==> src/snes_cart_pkg.sv <==
//==================================================
// Shared widths, header offsets, WRAM fill values
// and the backup sequencer state for the cart loader
//==================================================
package snes_cart_pkg;

	//==================================================
	// Widths
	//==================================================
	typedef logic [24:0] dl_addr_t;
	typedef logic [15:0] dl_data_t;
	typedef logic [7:0]  dl_index_t;
	typedef logic [23:0] mem_mask_t;
	typedef logic [7:0]  rom_type_t;
	typedef logic [3:0]  size_code_t;
	typedef logic [31:0] sd_lba_t;
	typedef logic [7:0]  fill_byte_t;

	// Low 6 bits of the download index for a cartridge image
	localparam logic [5:0] CART_INDEX = 6'd0;

	//==================================================
	// Header locations
	//==================================================
	// Copier header in front of the image
	localparam dl_addr_t HDR_COPIER = 25'h200;

	localparam dl_addr_t HDR_LOROM_SIZE   = 25'h7FD6 + HDR_COPIER;
	localparam dl_addr_t HDR_HIROM_SIZE   = 25'hFFD6 + HDR_COPIER;
	localparam dl_addr_t HDR_EXHIROM_SIZE = 25'h40FFD6 + HDR_COPIER;

	// RAM size word sits right after the ROM size word
	localparam dl_addr_t HDR_RAM_OFS = 25'd2;

	localparam size_code_t DEF_ROM_SIZE = 4'hC;

	//==================================================
	// WRAM clear
	//==================================================
	localparam int FILL_ADDR_W_DEF = 18;

	// 9966 pattern
	localparam fill_byte_t FILL_SNES2_SET = 8'h66;
	localparam fill_byte_t FILL_SNES2_CLR = 8'h99;
	// 00FF pattern
	localparam fill_byte_t FILL_SNES1_SET = 8'hFF;
	localparam fill_byte_t FILL_SNES1_CLR = 8'h00;
	localparam fill_byte_t FILL_SD2SNES   = 8'h55;
	localparam fill_byte_t FILL_ONES      = 8'hFF;

	// 512 byte sectors
	localparam int SECTOR_SHIFT = 9;

	typedef enum logic [1:0] {
		BK_IDLE,
		BK_REQ,
		BK_WAIT_END
	} bk_state_e;

endpackage

==> src/load_bus_if.sv <==
//==================================================
// Decoded cartridge download stream
//==================================================
`timescale 1ns/10ps

interface load_bus_if import snes_cart_pkg::*; ();

	// Level while a cartridge image is streaming in
	logic     cart_active;
	// Single cycle edges of cart_active
	logic     load_start;
	logic     load_end;
	// Write strobe already qualified by cart_active
	logic     wr;
	dl_addr_t addr;
	dl_data_t data;

	modport src (
		output cart_active,
		output load_start,
		output load_end,
		output wr,
		output addr,
		output data
	);

	modport sink (
		input cart_active,
		input load_start,
		input load_end,
		input wr,
		input addr,
		input data
	);

endinterface

==> src/backup_sector_seq.sv <==
//==================================================
// Save RAM sector transfers to and from the SD image
//==================================================
`timescale 1ns/10ps

module backup_sector_seq import snes_cart_pkg::*; (
	input  logic      clk_sys,
	input  logic      RESET,
	load_bus_if.sink  bus,
	input  mem_mask_t ram_mask,
	input  logic      img_mounted,
	input  logic      img_readonly,
	input  logic      img_present,
	input  logic      bk_load_req,
	input  logic      bk_save_req,
	input  logic      sd_ack,
	output sd_lba_t   sd_lba,
	output logic      sd_rd,
	output logic      sd_wr,
	output logic      bk_busy,
	output logic      bk_loading,
	output logic      bk_ena
);

	bk_state_e state;
	logic      old_load;
	logic      old_save;
	logic      old_ack;
	logic      load_rise;
	logic      save_rise;
	logic      ack_rise;
	logic      ack_fall;
	sd_lba_t   lba_last;

	// Last sector index of the save RAM
	assign lba_last = sd_lba_t'(ram_mask >> SECTOR_SHIFT);

	assign load_rise = bk_load_req & bk_ena & ~old_load;
	assign save_rise = bk_save_req & bk_ena & ~old_save;
	assign ack_rise  = sd_ack & ~old_ack;
	assign ack_fall  = ~sd_ack & old_ack;
	assign bk_busy   = (state != BK_IDLE);

	//==================================================
	// Backup enable
	//==================================================
	always_ff @(posedge clk_sys) begin
		if (RESET) begin
			bk_ena <= 1'b0;
		end else if (bus.load_start) begin
			bk_ena <= 1'b0;
		end else if (bus.cart_active && img_mounted && !img_readonly) begin
			// Save image is mounted by the end of the download
			bk_ena <= |ram_mask;
		end
	end

	//==================================================
	// Sector sequencer
	//==================================================
	always_ff @(posedge clk_sys) begin
		if (RESET) begin
			state      <= BK_IDLE;
			old_load   <= 1'b0;
			old_save   <= 1'b0;
			old_ack    <= 1'b0;
			bk_loading <= 1'b0;
			sd_lba     <= '0;
			sd_rd      <= 1'b0;
			sd_wr      <= 1'b0;
		end else begin
			old_load <= bk_load_req & bk_ena;
			old_save <= bk_save_req & bk_ena;
			old_ack  <= sd_ack;

			case (state)
				BK_IDLE: begin
					if (bus.load_end && img_present) begin
						// Auto load once the cartridge is in
						state      <= BK_REQ;
						bk_loading <= 1'b1;
						sd_lba     <= '0;
						sd_rd      <= 1'b1;
						sd_wr      <= 1'b0;
					end else if (load_rise || save_rise) begin
						state      <= BK_REQ;
						bk_loading <= load_rise;
						sd_lba     <= '0;
						sd_rd      <= load_rise;
						sd_wr      <= ~load_rise;
					end
				end
				BK_REQ: begin
					if (ack_rise) begin
						sd_rd <= 1'b0;
						sd_wr <= 1'b0;
						state <= BK_WAIT_END;
					end
				end
				BK_WAIT_END: begin
					if (ack_fall) begin
						if (sd_lba >= lba_last) begin
							state      <= BK_IDLE;
							bk_loading <= 1'b0;
						end else begin
							state  <= BK_REQ;
							sd_lba <= sd_lba + 1'b1;
							sd_rd  <= bk_loading;
							sd_wr  <= ~bk_loading;
						end
					end
				end
				default: state <= BK_IDLE;
			endcase
		end
	end

endmodule

==> src/cart_download_decode.sv <==
//==================================================
// Download index decode and load start/end pulses
//==================================================
`timescale 1ns/10ps

module cart_download_decode import snes_cart_pkg::*; (
	input  logic      clk_sys,
	input  logic      RESET,
	input  logic      ioctl_download,
	input  dl_index_t ioctl_index,
	input  logic      ioctl_wr,
	input  dl_addr_t  ioctl_addr,
	input  dl_data_t  ioctl_dout,
	load_bus_if.src   bus
);

	logic cart_active;
	logic cart_active_q;
	logic load_start;
	logic load_end;

	// Upper index bits select the file slot, ignored here
	assign cart_active = ioctl_download & (ioctl_index[5:0] == CART_INDEX);

	always_ff @(posedge clk_sys) begin
		if (RESET) begin
			cart_active_q <= 1'b0;
			load_start    <= 1'b0;
			load_end      <= 1'b0;
		end else begin
			cart_active_q <= cart_active;
			load_start    <= cart_active & ~cart_active_q;
			load_end      <= ~cart_active & cart_active_q;
		end
	end

	//==================================================
	// Bus drive
	//==================================================
	assign bus.cart_active = cart_active;
	assign bus.load_start  = load_start;
	assign bus.load_end    = load_end;

	// Other download slots must not touch the header logic
	assign bus.wr   = ioctl_wr & cart_active;
	assign bus.addr = ioctl_addr;
	assign bus.data = ioctl_dout;

endmodule

==> src/ram_clear_fill.sv <==
//==================================================
// Work RAM clear sequencer and start-up pattern
//==================================================
`timescale 1ns/10ps

module ram_clear_fill import snes_cart_pkg::*; #(
	parameter int FILL_ADDR_W = FILL_ADDR_W_DEF
) (
	input  logic                   clk_sys,
	input  logic                   RESET,
	load_bus_if.sink               bus,
	input  logic [1:0]             wram_init,
	output logic                   clearing,
	output logic                   fill_we,
	output logic [FILL_ADDR_W-1:0] fill_addr,
	output fill_byte_t             fill_data
);

	// Write slot when low, address step when high
	logic fill_wait;

	always_ff @(posedge clk_sys) begin
		if (RESET) begin
			clearing  <= 1'b0;
			fill_wait <= 1'b0;
			fill_addr <= '0;
		end else begin
			if (bus.load_start) begin
				clearing <= 1'b1;
			end
			// Stop right after the top address is written
			if (fill_we && (&fill_addr)) begin
				clearing <= 1'b0;
			end

			if (clearing) begin
				fill_wait <= ~fill_wait;
				if (fill_wait) begin
					fill_addr <= fill_addr + 1'b1;
				end
			end else begin
				fill_wait <= 1'b0;
				fill_addr <= '0;
			end
		end
	end

	assign fill_we = clearing & ~fill_wait;

	//==================================================
	// Fill pattern
	//==================================================
	always_comb begin
		case (wram_init)
			2'd0:    fill_data = (fill_addr[8] ^ fill_addr[2]) ? FILL_SNES2_SET : FILL_SNES2_CLR;
			2'd1:    fill_data = (fill_addr[9] ^ fill_addr[0]) ? FILL_SNES1_SET : FILL_SNES1_CLR;
			2'd2:    fill_data = FILL_SD2SNES;
			default: fill_data = FILL_ONES;
		endcase
	end

endmodule

==> src/rom_header_parser.sv <==
//==================================================
// SNES header capture: mapper type, ROM/RAM masks
// and video region
//==================================================
`timescale 1ns/10ps

module rom_header_parser import snes_cart_pkg::*; (
	input  logic       clk_sys,
	input  logic       RESET,
	load_bus_if.sink   bus,
	input  logic [2:0] hdr_mode,
	input  logic [1:0] region_sel,
	output rom_type_t  rom_type,
	output mem_mask_t  rom_mask,
	output mem_mask_t  ram_mask,
	output logic       pal
);

	size_code_t rom_size;
	size_code_t ram_size;
	logic       rom_region;
	dl_addr_t   hdr_size_addr;
	logic       hdr_fixed;

	// Forced header layouts point at a fixed size word
	always_comb begin
		hdr_size_addr = HDR_LOROM_SIZE;
		hdr_fixed     = 1'b0;
		case (hdr_mode)
			3'd2: begin
				hdr_size_addr = HDR_LOROM_SIZE;
				hdr_fixed     = 1'b1;
			end
			3'd3: begin
				hdr_size_addr = HDR_HIROM_SIZE;
				hdr_fixed     = 1'b1;
			end
			3'd4: begin
				hdr_size_addr = HDR_EXHIROM_SIZE;
				hdr_fixed     = 1'b1;
			end
			default: begin
				hdr_size_addr = HDR_LOROM_SIZE;
				hdr_fixed     = 1'b0;
			end
		endcase
	end

	//==================================================
	// Capture on download writes
	//==================================================
	always_ff @(posedge clk_sys) begin
		if (RESET) begin
			rom_type   <= '0;
			rom_size   <= DEF_ROM_SIZE;
			ram_size   <= '0;
			rom_region <= 1'b0;
			pal        <= 1'b0;
		end else if (bus.cart_active) begin
			if (bus.wr) begin
				if (bus.addr == '0) begin
					rom_size <= DEF_ROM_SIZE;
					ram_size <= '0;
					// Auto mode: loader puts the size codes in the low byte
					if (hdr_mode == 3'd0 && bus.data[7:0] != 8'h00) begin
						{ram_size, rom_size} <= bus.data[7:0];
					end
					case (hdr_mode)
						3'd1:    rom_type <= 8'd0;
						3'd2:    rom_type <= 8'd0;
						3'd3:    rom_type <= 8'd1;
						3'd4:    rom_type <= 8'd2;
						default: rom_type <= bus.data[15:8];
					endcase
				end

				if (bus.addr == dl_addr_t'(2)) begin
					rom_region <= bus.data[8];
				end

				if (hdr_fixed && bus.addr == hdr_size_addr) begin
					rom_size <= bus.data[11:8];
				end
				if (hdr_fixed && bus.addr == hdr_size_addr + HDR_RAM_OFS) begin
					ram_size <= bus.data[3:0];
				end
			end
		end else begin
			// Region held steady while an image loads
			pal <= (region_sel == 2'd0) ? rom_region : region_sel[1];
		end
	end

	// Size code n means 1 KiB << n
	assign rom_mask = (mem_mask_t'(1024) << rom_size) - mem_mask_t'(1);
	assign ram_mask = (ram_size != '0) ? (mem_mask_t'(1024) << ram_size) - mem_mask_t'(1) : '0;

endmodule

==> src/snes_cart_loader.sv <==
//==================================================
// Cartridge load control top: download decode,
// header parse, WRAM clear, backup RAM and core reset
//==================================================
`timescale 1ns/10ps

module snes_cart_loader import snes_cart_pkg::*; #(
	parameter int FILL_ADDR_W = FILL_ADDR_W_DEF
) (
	input  logic                   clk_sys,
	input  logic                   RESET,
	// Host download stream
	input  logic                   ioctl_download,
	input  dl_index_t              ioctl_index,
	input  logic                   ioctl_wr,
	input  dl_addr_t               ioctl_addr,
	input  dl_data_t               ioctl_dout,
	// Menu options
	input  logic [2:0]             hdr_mode,
	input  logic [1:0]             region_sel,
	input  logic [1:0]             wram_init,
	// SD image
	input  logic                   img_mounted,
	input  logic                   img_readonly,
	input  logic                   img_present,
	input  logic                   bk_load_req,
	input  logic                   bk_save_req,
	input  logic                   sd_ack,
	// Cartridge setup
	output rom_type_t              rom_type,
	output mem_mask_t              rom_mask,
	output mem_mask_t              ram_mask,
	output logic                   pal,
	// WRAM fill port
	output logic                   clearing,
	output logic                   fill_we,
	output logic [FILL_ADDR_W-1:0] fill_addr,
	output fill_byte_t             fill_data,
	// SD requests
	output sd_lba_t                sd_lba,
	output logic                   sd_rd,
	output logic                   sd_wr,
	output logic                   bk_busy,
	output logic                   bk_ena,
	output logic                   core_reset
);

	logic bk_loading;

	load_bus_if bus_i ();

	cart_download_decode decode_i (
		.clk_sys        (clk_sys),
		.RESET          (RESET),
		.ioctl_download (ioctl_download),
		.ioctl_index    (ioctl_index),
		.ioctl_wr       (ioctl_wr),
		.ioctl_addr     (ioctl_addr),
		.ioctl_dout     (ioctl_dout),
		.bus            (bus_i.src)
	);

	rom_header_parser header_i (
		.clk_sys    (clk_sys),
		.RESET      (RESET),
		.bus        (bus_i.sink),
		.hdr_mode   (hdr_mode),
		.region_sel (region_sel),
		.rom_type   (rom_type),
		.rom_mask   (rom_mask),
		.ram_mask   (ram_mask),
		.pal        (pal)
	);

	ram_clear_fill #(
		.FILL_ADDR_W (FILL_ADDR_W)
	) fill_i (
		.clk_sys   (clk_sys),
		.RESET     (RESET),
		.bus       (bus_i.sink),
		.wram_init (wram_init),
		.clearing  (clearing),
		.fill_we   (fill_we),
		.fill_addr (fill_addr),
		.fill_data (fill_data)
	);

	backup_sector_seq backup_i (
		.clk_sys      (clk_sys),
		.RESET        (RESET),
		.bus          (bus_i.sink),
		.ram_mask     (ram_mask),
		.img_mounted  (img_mounted),
		.img_readonly (img_readonly),
		.img_present  (img_present),
		.bk_load_req  (bk_load_req),
		.bk_save_req  (bk_save_req),
		.sd_ack       (sd_ack),
		.sd_lba       (sd_lba),
		.sd_rd        (sd_rd),
		.sd_wr        (sd_wr),
		.bk_busy      (bk_busy),
		.bk_loading   (bk_loading),
		.bk_ena       (bk_ena)
	);

	// Core held in reset while memory contents are being replaced
	assign core_reset = RESET | bus_i.cart_active | clearing | bk_loading;

endmodule

==> config.mk <==
export PLATFORM = sky130hd
export DESIGN_NAME = snes_cart_loader
export DESIGN_NICKNAME = d
export VERILOG_FILES = /design/src/snes_cart_pkg.sv /design/src/load_bus_if.sv /design/src/backup_sector_seq.sv /design/src/cart_download_decode.sv /design/src/ram_clear_fill.sv /design/src/rom_header_parser.sv /design/src/snes_cart_loader.sv
export SDC_FILE = /design/constraint.sdc
export NUM_CORES = 1
export LEC_CHECK = 0
export BUFFER_PORTS_ARGS = -buffer_cell sky130_fd_sc_hd__buf_2
export CORE_MARGIN = 4
export CORE_UTILIZATION = 23
export DETAILED_ROUTE_END_ITERATION = 12
export PLACE_DENSITY = 0.51
export SLEW_MARGIN = 10
export SYNTH_ARGS = -nofsm -noshare
export SYNTH_HDL_FRONTEND = slang
export SYNTH_SLANG_ARGS = --single-unit
==> constraint.sdc <==
create_clock -name clk_sys -period 5 [get_ports clk_sys]
set_input_delay 0.75 -clock clk_sys [delete_from_list [all_inputs] [get_ports clk_sys]]
set_output_delay 0.75 -clock clk_sys [all_outputs]
set_load 0.02 [all_outputs]
-- After elaboration in Yosys (flattened, before gate mapping)
Index checks and enable logic that the tools add are counted.
- eq/ne operators: 16
- shift operators: 2
- muxes and demuxes: 39
- $lt $le $gt $ge: 1
- reduce and logical (&&, ||, !) cells: 37
- bitwise gates (word level): 26
- add/subtract/negate cells: 5
- operators with widths (kind ; number):
    2-to-1 mux 32 bit ; 4
    case mux 32 bit (2 select lines) ; 1
    case mux 8 bit (3 select lines) ; 2
    << shifter 11 x 4 -> 24 bit, first input constant ; 2
    subtractor 24 x 1 -> 24 bit, second input constant ; 2
    case mux 23 bit (2 select lines) ; 1
    adder 32 x 1 -> 32 bit, second input constant ; 1
    greater-or-equal comparator 32 x 15 -> 1 bit ; 1
    equality test 25 x 2 -> 1 bit, second input constant ; 1
    equality test 25 x 23 -> 1 bit ; 1
    equality test 25 bit ; 1
    zero test 25 bit ; 1
    adder 23 x 2 -> 24 bit, second input constant ; 1
    2-to-1 mux 24 bit ; 1
    2-to-1 mux 4 bit ; 6
    OR reduction 24 bit ; 1
    adder 18 x 1 -> 18 bit, second input constant ; 1
    AND reduction 18 bit ; 1
    2-to-1 mux 8 bit ; 2
    AND reduction 3 bit ; 5
    2-to-1 mux 1 bit ; 14
    AND 1 bit ; 11
    inverter 1 bit ; 10
    2-to-1 mux 2 bit ; 4
    other kinds (27) ; 51
- flip-flop bits (word level): 82
- logic and storage cells: 146

-- Longest topological paths before layout
Gate-level depths: netlist (run 1).
- word-level depth: 7
- mapped depth: 17
- gate-level depth less buffers: 14

-- By module
Synthesis (run 1) repeated with hierarchy kept, for this count alone.
- cells, all modules: 648
- area total of the unflattened synthesis: 5325.1 um^2
- by module, submodules not included (module ; seq. area each (um^2) ; cells an instance ; area each (um^2) ; times used):
    backup_sector_seq ; 820.8 ; 261 ; 2212.1 ; 1
    rom_header_parser ; 360.3 ; 212 ; 1620.3 ; 1
    ram_clear_fill ; 400.4 ; 121 ; 1044.8 ; 1
    cart_download_decode ; 60.1 ; 53 ; 440.4 ; 1
    snes_cart_loader ; 0.0 ; 1 ; 7.5 ; 1

-- Worst setup path after synthesis (run 1)
OpenSTA, ideal clock, no wires.
- kind: reg-to-reg
- from: register header_i.ram_size[2]
- to: register backup_i.sd_lba[10]
- library setup time: 0.059 ns
- buffers on the path: 2
- required time: 4.941 ns
- stages on the path, launching flop included: 17
- clock period less this slack: 3.873 ns
- data arrival time: 3.814 ns
- path slack: 1.127 ns
- path through: dfxtp_1 -> clkbuf_1 -> nor2_1 -> inv_1 -> nor2_1 -> inv_1 -> ha_1 -> or4b_2 -> and2_1 -> ha_1 -> a21oi_1 -> a21oi_1 -> o21ai_0 -> a41oi_2 -> buf_6 -> or4_1 -> nand2_1
- word-level cells in the longest chain between the ends: 6
- elaborated cells between the ends (all ways): 7
- RTL lines (element ; line ; source):
    from (decl) ; rom_header_parser.sv:20 ; size_code_t ram_size;
    from (signal assigned) ; rom_header_parser.sv:66 ; {ram_size, rom_size} <= bus.data[7:0];
    from (signal assigned) ; rom_header_parser.sv:85 ; ram_size <= bus.data[3:0];
    << shifter 11 x 4 -> 24 bit ; rom_header_parser.sv:96 ; assign ram_mask = (ram_size != '0) ? (mem_mask_t'(1024) << ram_size) - mem_mask_t'(1) : '0;
    subtractor 24 x 1 -> 24 bit ; rom_header_parser.sv:96 ;
    2-to-1 mux 24 bit (*) ; rom_header_parser.sv:96 ;
    named net ram_mask[13] ; snes_cart_loader.sv:32 ; output mem_mask_t ram_mask,
    greater-or-equal comparator 32 x 15 -> 1 bit (*) ; backup_sector_seq.sv:102 ; if (sd_lba >= lba_last) begin
    != test 2 bit (no line) (*) ; - ;
    AND reduction 4 bit (no line) (*) ; - ;
    to (signal assigned) ; backup_sector_seq.sv:107 ; sd_lba <= sd_lba + 1'b1;
    to (decl) ; backup_sector_seq.sv:17 ; output sd_lba_t sd_lba,
Mark *: on every way through the listed nets, which the timed path passes. The rest lies on a longest branch.
A chain may end at the register's enable or synchronous reset.

-- Worst setup path after layout (run 1)
- from: register header_i.ram_size[2]
- to: register backup_i.sd_lba[6]
- word-level cells in the longest chain between the ends: 6
- elaborated cells between the ends (all ways): 7
- RTL lines (element ; line):
    << shifter 11 x 4 -> 24 bit ; rom_header_parser.sv:96
    subtractor 24 x 1 -> 24 bit ; rom_header_parser.sv:96
    2-to-1 mux 24 bit (*) ; rom_header_parser.sv:96
    greater-or-equal comparator 32 x 15 -> 1 bit (*) ; backup_sector_seq.sv:102
    != test 2 bit (no line) (*) ; -
    AND reduction 4 bit (no line) (*) ; -
Every way passes the cells marked *; elsewhere a longest branch is shown, timed or not.

==> summary.txt, run 1 <==
GRT
  – Vias in the first global route: between 4000 and 5000
  – Global-route wire length before repair: between 20000 and 25000 µm
  – Total GRT Usage: 0.122
  – Pin count of the biggest net entering global routing: 35
  – Gr ovfl total: 0
  – Grt peak-use layer: met2
  – Met1 usage: 0.161
  – M3 GR Usage: 0.0341
  – Met2 Track Usage GR: 0.197
  – Antenna violations before repair: 1

Synthesis
  – YS warnings: 0
  – Mapped Area: between 4000 and 5000 µm²
  – Post-Synth Adder-Cell Area: 0.0629
  – Mux share of post-synthesis cell area: 0.00899
  – Top cell type's share of synthesized area: 0.347
  – Mean post-synth cell area: between 7 and 8 µm²
  – Main area contributors after synthesis: dfxtp_1 35%, ha_1 6.1%, nand2_1 5.1%, nor2_1 4.1%, a21oi_1 3.8%
  – Synth area leader: dfxtp_1
  – Compound-Gate Fraction of Synth Area: 0.159
  – Synth Area in XOR/XNOR: 0.0352
  – Async SR Flop Fraction: 0
  – Synth Flop Type: dfxtp_1
  – Simple-gate area share of the yosys netlist: 0.303
  – Netlist cell types: 68
  – Post-synthesis sequential area ratio: 0.347
  – Mapped Cells: approximately 590
  – Number of flops mapped to enable cells by yosys: 0
  – Combinational family with the most area after synthesis: simple AND/OR/NAND/NOR gates
  – Post-synthesis sequential element count: 82

Clock tree
  – CTS root buffer: clkbuf_16
  – Clock Tree Buf Depth: 2
  – CTS Hold Bufs: 0
  – Post-CTS sizing: 0
  – CTS Buf Count: 9
  – Post-CTS Setup Inserts: 0
  – Clock latency on the worst-skew pair: between 0.3 and 0.4 ns
  – CTS tree: yes
  – Clock transition at path regs: roughly 0.06 ns
  – CTS H-tree depth: 3
  – Clk sinks: 82

Route
  – DRT Pass-1 Iters: 4
  – DRT Wirelength: 14100 µm
  – DRC viols: 0
  – Post-detailed-route count of antenna-violating nets: 0
  – Vias per cell: 4.51
  – DRT iter0 DRCs: 209
  – Avg WL per Cell: 13.9 µm
  – Via count: around 4600

Setup path
  – R2R depth: 17
  – Arrival time at the worst endpoint: roughly 4.5 ns
  – Worst Path Max Fanout: 15
  – CP Capture Type: register
  – Required time of the worst setup path: 5.26 ns
  – Crit start category: register
  – Critical path type: reg2reg

Layout
  – Final Core Density: 0.299
  – Final Non-Filler Cells: a little over 1000
  – Share of cells above drive strength 1: 0.280
  – Post-layout nets: ~830
  – P&R area growth vs syn: 27.8%
  – # diodes: 0
  – Area of the multi-input gates: 2730 µm²
  – Filler cells: between 2000 and 2500
  – Sequential cell area: approximately 1600 µm²

Timing
  – Max-slew violations: 0
  – F_max: between 200 and 250 MHz
  – Final hold vios: 0
  – Post-Route Setup TNS: 0 ns
  – Worst Max-Slew Pin Slew: just under 0.7 ns
  – Tcrit/Tclk final: 0.844
  – Final min period: about 4.2 ns
  – Final Hold Slack: 0.406 ns
  – Setup violators final: 0
  – Layout Skew: 0.00776 ns
  – Relative slew slack: 0.544
  – RSZ-0062 raised after global routing: no

Power and ir drop
  – Pwr Density: around 280 nW/µm²
  – VDD IR max: 0.144 mV
  – Static Leak: 2.79 nW
  – Total Power: 0.00168 W

Die
  – Rows: 52
  – Total core area: between 20000 and 25000 µm²
  – # IOs: between 150 and 200
  – Die width: 151 µm
  – Die area: between 20000 and 25000 µm²
  – Initial Util: 0.234
  – Die Ht: 151 µm

Place
  – DP Wirelength: approximately 11000 µm
  – Placed insts: ~1000
  – GP Congestion: approximately 0.77
  – PortBufs: between 150 and 200

Min path
  – Cell depth of the worst min-delay path: 1
  – Hold Crit Class: reg2reg

Flow run
  – Max Cap Viol: 0

Status
  – Status: finished clean
==> state kept, by name, summed over array words and instances (netlist names), 2 cells and up <==
| name | cells |
|---|---|
| header_i.rom_size | 4 |
| backup_i.state | 2 |
| backup_i.sd_lba | 32 |
| header_i.rom_type | 8 |
| fill_i.fill_addr | 18 |
| header_i.ram_size | 4 |
==> final timing paths <==
check        slack [ns]              startpoint                       to
max                0.78    header_i.ram_size[2]       backup_i.sd_lba[6]
min                0.41  decode_i.cart_active_q  decode_i.bus.load_start
max reg2reg        0.78    header_i.ram_size[2]       backup_i.sd_lba[6]
min reg2reg        0.41  decode_i.cart_active_q  decode_i.bus.load_start
==> worst max-delay path, stage by stage, from the launching register on <==
cell     delay [ns]
dfxtp_1        0.40
nor2_1         0.23
inv_1          0.12
nor2_1         0.11
buf_4          0.16
inv_1          0.06
ha_1           0.24
or4b_2         0.64
and2_1         0.18
ha_1           0.30
a21oi_1        0.15
a21oi_1        0.05
o21ai_0        0.18
buf_4          0.16
a41oi_2        0.35
buf_4          0.31
or3_1          0.34
a21oi_1        0.16
==> cells in the mapped netlist, drive strengths merged, types with 6 or more instances <==
library cell	n
nor2b	8
ha	23
clkbuf	22
nor4	13
inv	29
nor3	19
or3	9
nand2	64
dfxtp	82
xor2	13
nand3	25
and3	12
nand4	12
nor2	52
nand2b	8
a21oi	36
o21ai	27
buf	27
or4	9
and2	20
nand3b	7
xnor2	6
==> report_power, final <==
group	internal, W	switching, W	total, W
logic	0.0000938	0.000228	0.000322
clock network	0.000402	0.000282	0.000684
registers	0.000663	0.00000765	0.000671
==> layout by cell type (no fill, tap or decap), drive strengths merged, types with 10 or more instances in the layout <==
| cell type | netlist | routed |
|---|---|---|
| nor3 | 19 | 19 |
| and3 | 12 | 12 |
| nand2 | 64 | 64 |
| nor4 | 13 | 13 |
| clkbuf | 22 | 10 |
| o21ai | 27 | 27 |
| xor2 | 13 | 13 |
| nand3 | 25 | 25 |
| inv | 29 | 29 |
| buf | 27 | 181 |
| nand4 | 12 | 12 |
| nor2 | 52 | 52 |
| and2 | 20 | 20 |
| dfxtp | 82 | 82 |
| ha | 23 | 23 |
| a21oi | 36 | 36 |
| conb | 1 | 10 |
==> logic make-up (layout without fill, tap and decap cells) <==
family / after synthesis / count (layout)
compound gates: 110 / 110
xor+xnor: 19 / 19
fa+ha+maj: 24 / 24
buf+inv: 78 / 226
flops: 82 / 82
mux: 4 / 4
other cells: 1 / 10
simple gates: 274 / 274
==> layout make-up <==
class / instances / area share
Clock buffer: 10 / 0.0395
Clock inverter: 6 / 0.0110
Inverter: 29 / 0.0180
Multi-Input combinational cell: 441 / 0.452
Sequential cell: 82 / 0.271
Tap cell: 270 / 0.0559
Timing Repair Buffer: 181 / 0.152
==> per-layer routing <==
layer	vias to the layer above	share of wire
met1	2087	0.46
met2	106	0.47
li1	2385	-
met3	11	0.059
met5	-	0.00092
met4	2	0.0095
==> stage by stage <==
stage,worst slack [ns],instance area [µm²]
after floorplan,1.13,4760
after global placement,0.830,5740
after detailed placement,0.786,5740
after CTS,0.747,6050
after global routing,0.387,6050
final,0.779,6050
No activity file was read; power rests on OpenSTA's default activity.
==> run 2: changes to the inputs <==
--- a/config.mk
+++ b/config.mk
@@ -5,11 +5,12 @@
 export SDC_FILE = /design/constraint.sdc
 export NUM_CORES = 1
 export LEC_CHECK = 0
+export ABC_AREA = 1
 export BUFFER_PORTS_ARGS = -buffer_cell sky130_fd_sc_hd__buf_2
 export CORE_MARGIN = 4
 export CORE_UTILIZATION = 23
 export DETAILED_ROUTE_END_ITERATION = 12
-export PLACE_DENSITY = 0.51
+export PLACE_DENSITY = 0.52
 export SLEW_MARGIN = 10
 export SYNTH_ARGS = -nofsm -noshare
 export SYNTH_HDL_FRONTEND = slang
==> constraint.sdc (replaced) <==
create_clock -name clk_sys -period 3.85 [get_ports clk_sys]
set_input_delay 0.5775 -clock clk_sys [delete_from_list [all_inputs] [get_ports clk_sys]]
set_output_delay 0.5775 -clock clk_sys [all_outputs]
set_load 0.02 [all_outputs]
==> run 2 against run 1 <==
Critical path type unchanged. Highest routed layer unchanged. Maximum frequency increased by 28%. Clock skew increased by 0.0023 ns. Combinational power is 78% higher.
==> summary.txt, run 2 <==
Status
  – Status: finished clean

Setup path
  – Crit path buf inv count: 6
  – Crit start category: register
  – CP max-delay cell: dfxtp_1
  – CP cell instances: nor2_1, inv_1, nor2_1, inv_1, ha_1, inv_1, nor2_1, nand2_1, nand2_1, nand2_1, nor2_1, inv_1, ha_1, nand2_1, inv_1, nand3_1, nor2_1, nand3_1, nand3_1, nand2_1, nand3_2, buf_4, nand2_1, a21oi_1
  – CP top delay family: simple AND/OR/NAND/NOR gates
  – Critical path type: reg2reg
  – CP Capture Type: register
  – Arrival time at the worst endpoint: ~3.6 ns
  – Worst Path Max Fanout: 23
  – Crit path top cell by count: nand2_1
  – Slowest stage delay, CP: approximately 0.50 ns
  – Required time of the worst setup path: ~4 ns

Synthesis
  – Top cell type's share of synthesized area: 0.311
  – Synth Area in XOR/XNOR: 0.0330
  – Mapped Area: 5280 µm²
  – Most instantiated library cell after synthesis: nand2_1
  – Combinational family with the most area after synthesis: simple AND/OR/NAND/NOR gates
  – Compound-Gate Fraction of Synth Area: 0.101
  – Mux share of post-synthesis cell area: 0
  – Post-Synth Adder-Cell Area: 0.0545
  – Number of flops mapped to enable cells by yosys: 0
  – Simple-gate area share of the yosys netlist: 0.364
  – Netlist cell types: 45
  – Post-synthesis sequential element count: just over 80
  – Synth area leader: dfxtp_1
  – YS warnings: 0
  – Async SR Flop Fraction: 0
  – Mean post-synth cell area: 6.45 µm²
  – Synth Flop Type: dfxtp_1
  – Post-synthesis sequential area ratio: 0.311
  – Mapped Cells: roughly 800
  – Synth cell count leaders: 169 x nand2_1, 134 x nor2_1, 106 x inv_1
  – Main area contributors after synthesis: dfxtp_1 31%, nand2_1 12%, nor2_1 9.5%, inv_1 7.5%, nand3_1 5.9%

Route
  – DRC viols: 0
  – DRT Wirelength: roughly 16000 µm
  – DRT iter0 DRCs: between 200 and 250
  – Post-detailed-route count of antenna-violating nets: 0
  – Via count: ~5500
  – Avg WL per Cell: between 10 and 15 µm
  – Vias per cell: around 4.3
  – DRT Pass-1 Iters: 4

Die
  – # IOs: between 150 and 200
  – Total core area: roughly 23000 µm²
  – Rows: 55
  – Initial Util: 0.234
  – Die width: around 160 µm
  – Die Ht: approximately 160 µm
  – Die area: approximately 25000 µm²

GRT
  – Antenna violations before repair: 1
  – Global-route wire length before repair: roughly 26000 µm
  – Vias in the first global route: between 5000 and 6000
  – Pin count of the biggest net entering global routing: 35
  – Gr ovfl total: 0
  – Total GRT Usage: 0.124

Timing
  – RSZ-0062 raised after global routing: no
  – Final hold vios: 0
  – Layout Skew: between 0.01 and 0.015 ns
  – Max-slew violations: 0
  – Relative slew slack: 0.595
  – Worst Max-Slew Pin Slew: between 0.6 and 0.7 ns
  – Final min period: approximately 3.3 ns
  – Post-Route Setup TNS: 0 ns
  – Post-route setup slack: 0.549 ns
  – F_max: just over 300 MHz
  – Tcrit/Tclk final: 0.857
  – Setup violators final: 0

Power and ir drop
  – Static Leak: about 3.2 nW
  – Pwr Density: 353 nW/µm²
  – VDD IR max: 0.195 mV

Clock tree
  – CTS H-tree depth: 3
  – Clock latency on the worst-skew pair: around 0.35 ns
  – CTS Hold Bufs: 0
  – Clock transition at path regs: approximately 0.070 ns
  – Post-CTS sizing: 0
  – CTS tree: yes
  – Post-CTS Setup Inserts: 0
  – Clk sinks: just over 80
  – Clock Tree Buf Depth: 2
  – CTS root buffer: clkbuf_16
  – CTS Buf Count: 9

Layout
  – Largest regs: backup_i.sd_lba: 32 flops, fill_i.fill_addr: 18 flops, header_i.rom_type: 8 flops
  – P&R area growth vs syn: 24.8%
  – Post-layout nets: approximately 1100
  – Most frequent cells in the layout: 175 x buf_2, 169 x nand2_1, 134 x nor2_1, 106 x inv_1, 82 x dfxtp_1
  – Max reg flops: 32
  – Share of cells above drive strength 1: 0.235
  – Most common cell after layout, fill and taps aside: buf_2
  – Reg with most FFs: backup_i.sd_lba

Place
  – PortBufs: 175
  – Pre-CTS setup slack: around 0.57 ns
  – DP Wirelength: around 13000 µm
  – GP Congestion: a little over 0.8

Min path
  – Hold Crit Class: reg2reg

Flow run
  – Max Cap Viol: 0
## run 2: cell count changes after synthesis, moves of 11 or more
| cell | before | now |
|---|---|---|
| and2_1 | 20 | 0 |
| clkbuf_1 | 22 | 9 |
| nand3_1 | 25 | 62 |
| nor2_1 | 52 | 134 |
| nand2_1 | 64 | 169 |
| inv_1 | 29 | 106 |
| and3_1 | 12 | 1 |
## run 2: final timing paths
check | from | endpoint | slack (ns) | cells after the start
worst min register to register | decode_i.cart_active_q | decode_i.bus.load_start | 0.42 | 1
worst min-delay path | decode_i.cart_active_q | decode_i.bus.load_start | 0.42 | 1
worst max-delay path | header_i.ram_size[3] | backup_i.sd_lba[9] | 0.55 | 24
worst max register to register | header_i.ram_size[3] | backup_i.sd_lba[9] | 0.55 | 24
## run 2: logic make-up after synthesis
kind of cell,count (synthesis)
simple gates,435
buf+inv,158
compound gates,100
flops,82
fa+ha+maj,23
xor+xnor,19
other cells,1
## run 2: layout make-up
type	count	area, µm²
clock buffers	9	225
multi-input cells	587	2950
clock inverters	7	61.3
flip-flops and latches	82	1640
repair buffers	179	906
well taps	285	357
fillers	2548	16000
diodes	1	2.50
inverters	116	435
## run 2: per-layer routing
metal | wire, µm | global-route usage | up-vias
li1 | - | - | 2901
met1 | 7480 | 0.159 | 2441
met2 | 7300 | 0.205 | 138
met3 | 946 | 0.0337 | 17
met4 | 233 | 0.0343 | 2
met5 | 13 | 0 | -
## run 2: report_power, final
part	switching [W]	total [W]	internal [W]	leakage (nW)
clock network	0.000403	0.000855	0.000451	0.140
registers	0.0000272	0.000898	0.000871	0.662
logic	0.000406	0.000572	0.000165	2.42
total	0.000837	0.00232	0.00149	3.22
## run 2: worst reg2reg max path: stages (launching register included)
cell	delay (ns)
dfxtp_1	0.50
nor2_1	0.14
inv_1	0.12
nor2_1	0.06
inv_1	0.09
ha_1	0.21
inv_1	0.07
nor2_1	0.10
nand2_1	0.07
nand2_1	0.06
nand2_1	0.04
nor2_1	0.15
inv_1	0.07
ha_1	0.29
nand2_1	0.05
inv_1	0.06
nand3_1	0.07
nor2_1	0.12
nand3_1	0.12
nand3_1	0.10
nand2_1	0.14
nand3_2	0.11
buf_4	0.27
nand2_1	0.09
a21oi_1	0.13
## run 2: stage by stage
| stage | hold slack (ns) | cell area [µm²] | total power, W | util | std cells |
|---|---|---|---|---|---|
| floorplan | 0.398 | 5310 | 0.00133 | - | 827 |
| global placement | 0.403 | 6290 | 0.00149 | 0.279 | 1249 |
| detailed placement | 0.410 | 6290 | 0.00150 | 0.279 | 1249 |
| CTS | 0.420 | 6580 | 0.00237 | 0.292 | 1265 |
| global route | 0.434 | 6580 | 0.00247 | 0.292 | 1265 |
| finish | 0.420 | 6580 | 0.00232 | 0.292 | 1266 |
==> run 3: changes to the inputs <==
--- a/config.mk
+++ b/config.mk
@@ -10,7 +10,8 @@
 export CORE_MARGIN = 4
 export CORE_UTILIZATION = 23
 export DETAILED_ROUTE_END_ITERATION = 12
-export PLACE_DENSITY = 0.52
+export HOLD_SLACK_MARGIN = 0.02
+export PLACE_DENSITY = 0.51
 export SLEW_MARGIN = 10
 export SYNTH_ARGS = -nofsm -noshare
 export SYNTH_HDL_FRONTEND = slang
==> run 3 against run 2 <==
Sequential cell count is the same. First-iteration DRC count grew 34%. Sequential share of layout area shrank 0.080 points. Routed wire length grew 0.85%. Via count shrank 0.60%. Global-route usage grew 0.21 points. Clock skew shrank 0.0044 ns. Die area is the same. Design area grew 0.32%. Combinational power is essentially flat. Non-clock buffer count is the same.
==> summary.txt, run 3 (synthesized netlist as in run 2, its figures left out) <==
Status
  – Status: finished clean

Power and ir drop
  – VDD IR max: approximately 0.19 mV
  – Total Power: roughly 0.0024 W
  – Static Leak: between 3 and 4 nW
  – Pwr Density: 364 nW/µm²

Place
  – DP Wirelength: 12700 µm
  – DP Area: approximately 6300 µm²
  – PortBufs: ~180
  – GP Congestion: 0.818

Route
  – Via count: 5466
  – Vias per cell: around 4.3
  – Avg WL per Cell: roughly 13 µm
  – DRT Wirelength: roughly 16000 µm
  – DRT Pass-1 Iters: 4
  – DRC viols: 0
  – DRT iter0 DRCs: between 200 and 300
  – Post-detailed-route count of antenna-violating nets: 0

Layout
  – Most common cell after layout, fill and taps aside: buf_2
  – Cell area after layout: approximately 6600 µm²
  – Share of cells above drive strength 1: 0.232
  – Post-layout nets: approximately 1100
  – Reg with most FFs: backup_i.sd_lba
  – # diodes: 0
  – Most frequent cells in the layout: 175 x buf_2, 169 x nand2_1, 134 x nor2_1, 106 x inv_1, 82 x dfxtp_1
  – Largest regs: backup_i.sd_lba: 32 flops, fill_i.fill_addr: 18 flops, header_i.rom_type: 8 flops
  – Max reg flops: 32
  – Final Core Density: 0.293
  – P&R area growth vs syn: 25.2%

GRT
  – Total GRT Usage: 0.126
  – Antenna violations before repair: 1
  – Pin count of the biggest net entering global routing: 35
  – Vias in the first global route: 5276
  – Gr ovfl total: 0
  – Global-route wire length before repair: approximately 26000 µm

Clock tree
  – CTS Buf Count: 9
  – CTS Hold Bufs: 0
  – Clock Tree Buf Depth: 2
  – Post-CTS Setup Inserts: 0
  – Clk sinks: 82
  – CTS tree: yes
  – CTS root buffer: clkbuf_16
  – Post-CTS sizing: 0
  – CTS H-tree depth: 3
  – Clock latency on the worst-skew pair: around 0.34 ns
  – Clock transition at path regs: roughly 0.070 ns

Timing
  – F_max: slightly above 300 MHz
  – Final min period: 3.28 ns
  – Post-Route Setup TNS: 0 ns
  – Layout Skew: around 0.0056 ns
  – Setup violators final: 0
  – Max-slew violations: 0
  – RSZ-0062 raised after global routing: no
  – Final Hold Slack: 0.423 ns
  – Final hold vios: 0
  – Worst Max-Slew Pin Slew: around 0.61 ns
  – Relative slew slack: 0.595
  – Tcrit/Tclk final: 0.851

Setup path
  – Critical path type: reg2reg
  – Arrival time at the worst endpoint: 3.55 ns
  – CP Capture Type: register
  – Worst Path Max Fanout: 23
  – Required time of the worst setup path: approximately 4 ns
  – Crit start category: register

Die
  – Total core area: roughly 23000 µm²
  – Die Ht: roughly 160 µm
  – Initial Util: 0.234
  – Die width: 159 µm
  – Die area: between 20000 and 30000 µm²
  – Rows: 55
  – # IOs: between 150 and 200

Min path
  – Hold Crit Class: reg2reg

Flow run
  – Max Cap Viol: 0
[run 3: cell count changes in the layout (fill, tap and decap cells not counted), sizes merged]
| cell | change |
|---|---|
| clkinvlp | -1 |
| diode | -1 |
| clkbuf | +2 |
| inv | -4 |
| bufinv | +2 |
[run 3: per-stage QoR]
stage | std cells | worst slack [ns]
after floorplan | 827 | 0.336
after global placement | 1249 | 0.630
after detailed placement | 1249 | 0.579
after CTS | 1264 | 0.546
after global routing | 1264 | 0.0327
final | 1264 | 0.572
[run 3: worst max-delay path, cell delays in order (launching register included)]
cell	delay, ns
dfxtp_1	0.48
nor2_1	0.13
inv_1	0.12
nor2_1	0.06
inv_1	0.09
ha_1	0.21
inv_1	0.07
nor2_1	0.10
nand2_1	0.07
nand2_1	0.06
nand2_1	0.04
nor2_1	0.15
inv_1	0.07
ha_1	0.29
nand2_1	0.05
inv_1	0.06
nand3_1	0.07
nor2_1	0.13
nand3_1	0.13
nand3_1	0.11
nand2_1	0.14
nand3_2	0.11
buf_4	0.28
nand2_1	0.08
a21oi_1	0.13
[run 3: cell type report]
cell class                 count  area, µm²
inverter                     116        435
sequential                    82       1640
clock buffer                  11        233
multi-input combinational    587       2950
clock inverter                 4       77.6
timing repair buffer         179        906
tap                          285        357
fill                        2549      16000
[run 3: routing by layer]
metal  part of all wire  track usage  vias up
met5            0.00093            0        -
met4             0.0092       0.0308        2
met3              0.050       0.0334       11
met2               0.47        0.212      115
met1               0.47        0.160     2444
li1                   -            -     2894
[run 3: worst paths after layout]
check / from / end / slack, ns / cells after the start
worst max-delay path: header_i.ram_size[3] / backup_i.sd_lba[9] / 0.57 / 24
worst min-delay path: decode_i.cart_active_q / decode_i.bus.load_start / 0.42 / 1
worst max register to register: header_i.ram_size[3] / backup_i.sd_lba[9] / 0.57 / 24
worst min register to register: decode_i.cart_active_q / decode_i.bus.load_start / 0.42 / 1
[run 3: where the power goes]
| part | total (W) | leakage (nW) | internal, W | switching, W |
|---|---|---|---|---|
| Sequential | 0.000899 | 0.662 | 0.000872 | 0.0000279 |
| Combinational | 0.000575 | 2.42 | 0.000165 | 0.000410 |
| Clock | 0.000933 | 0.150 | 0.000568 | 0.000365 |
| Total | 0.00241 | 3.23 | 0.00160 | 0.000802 |
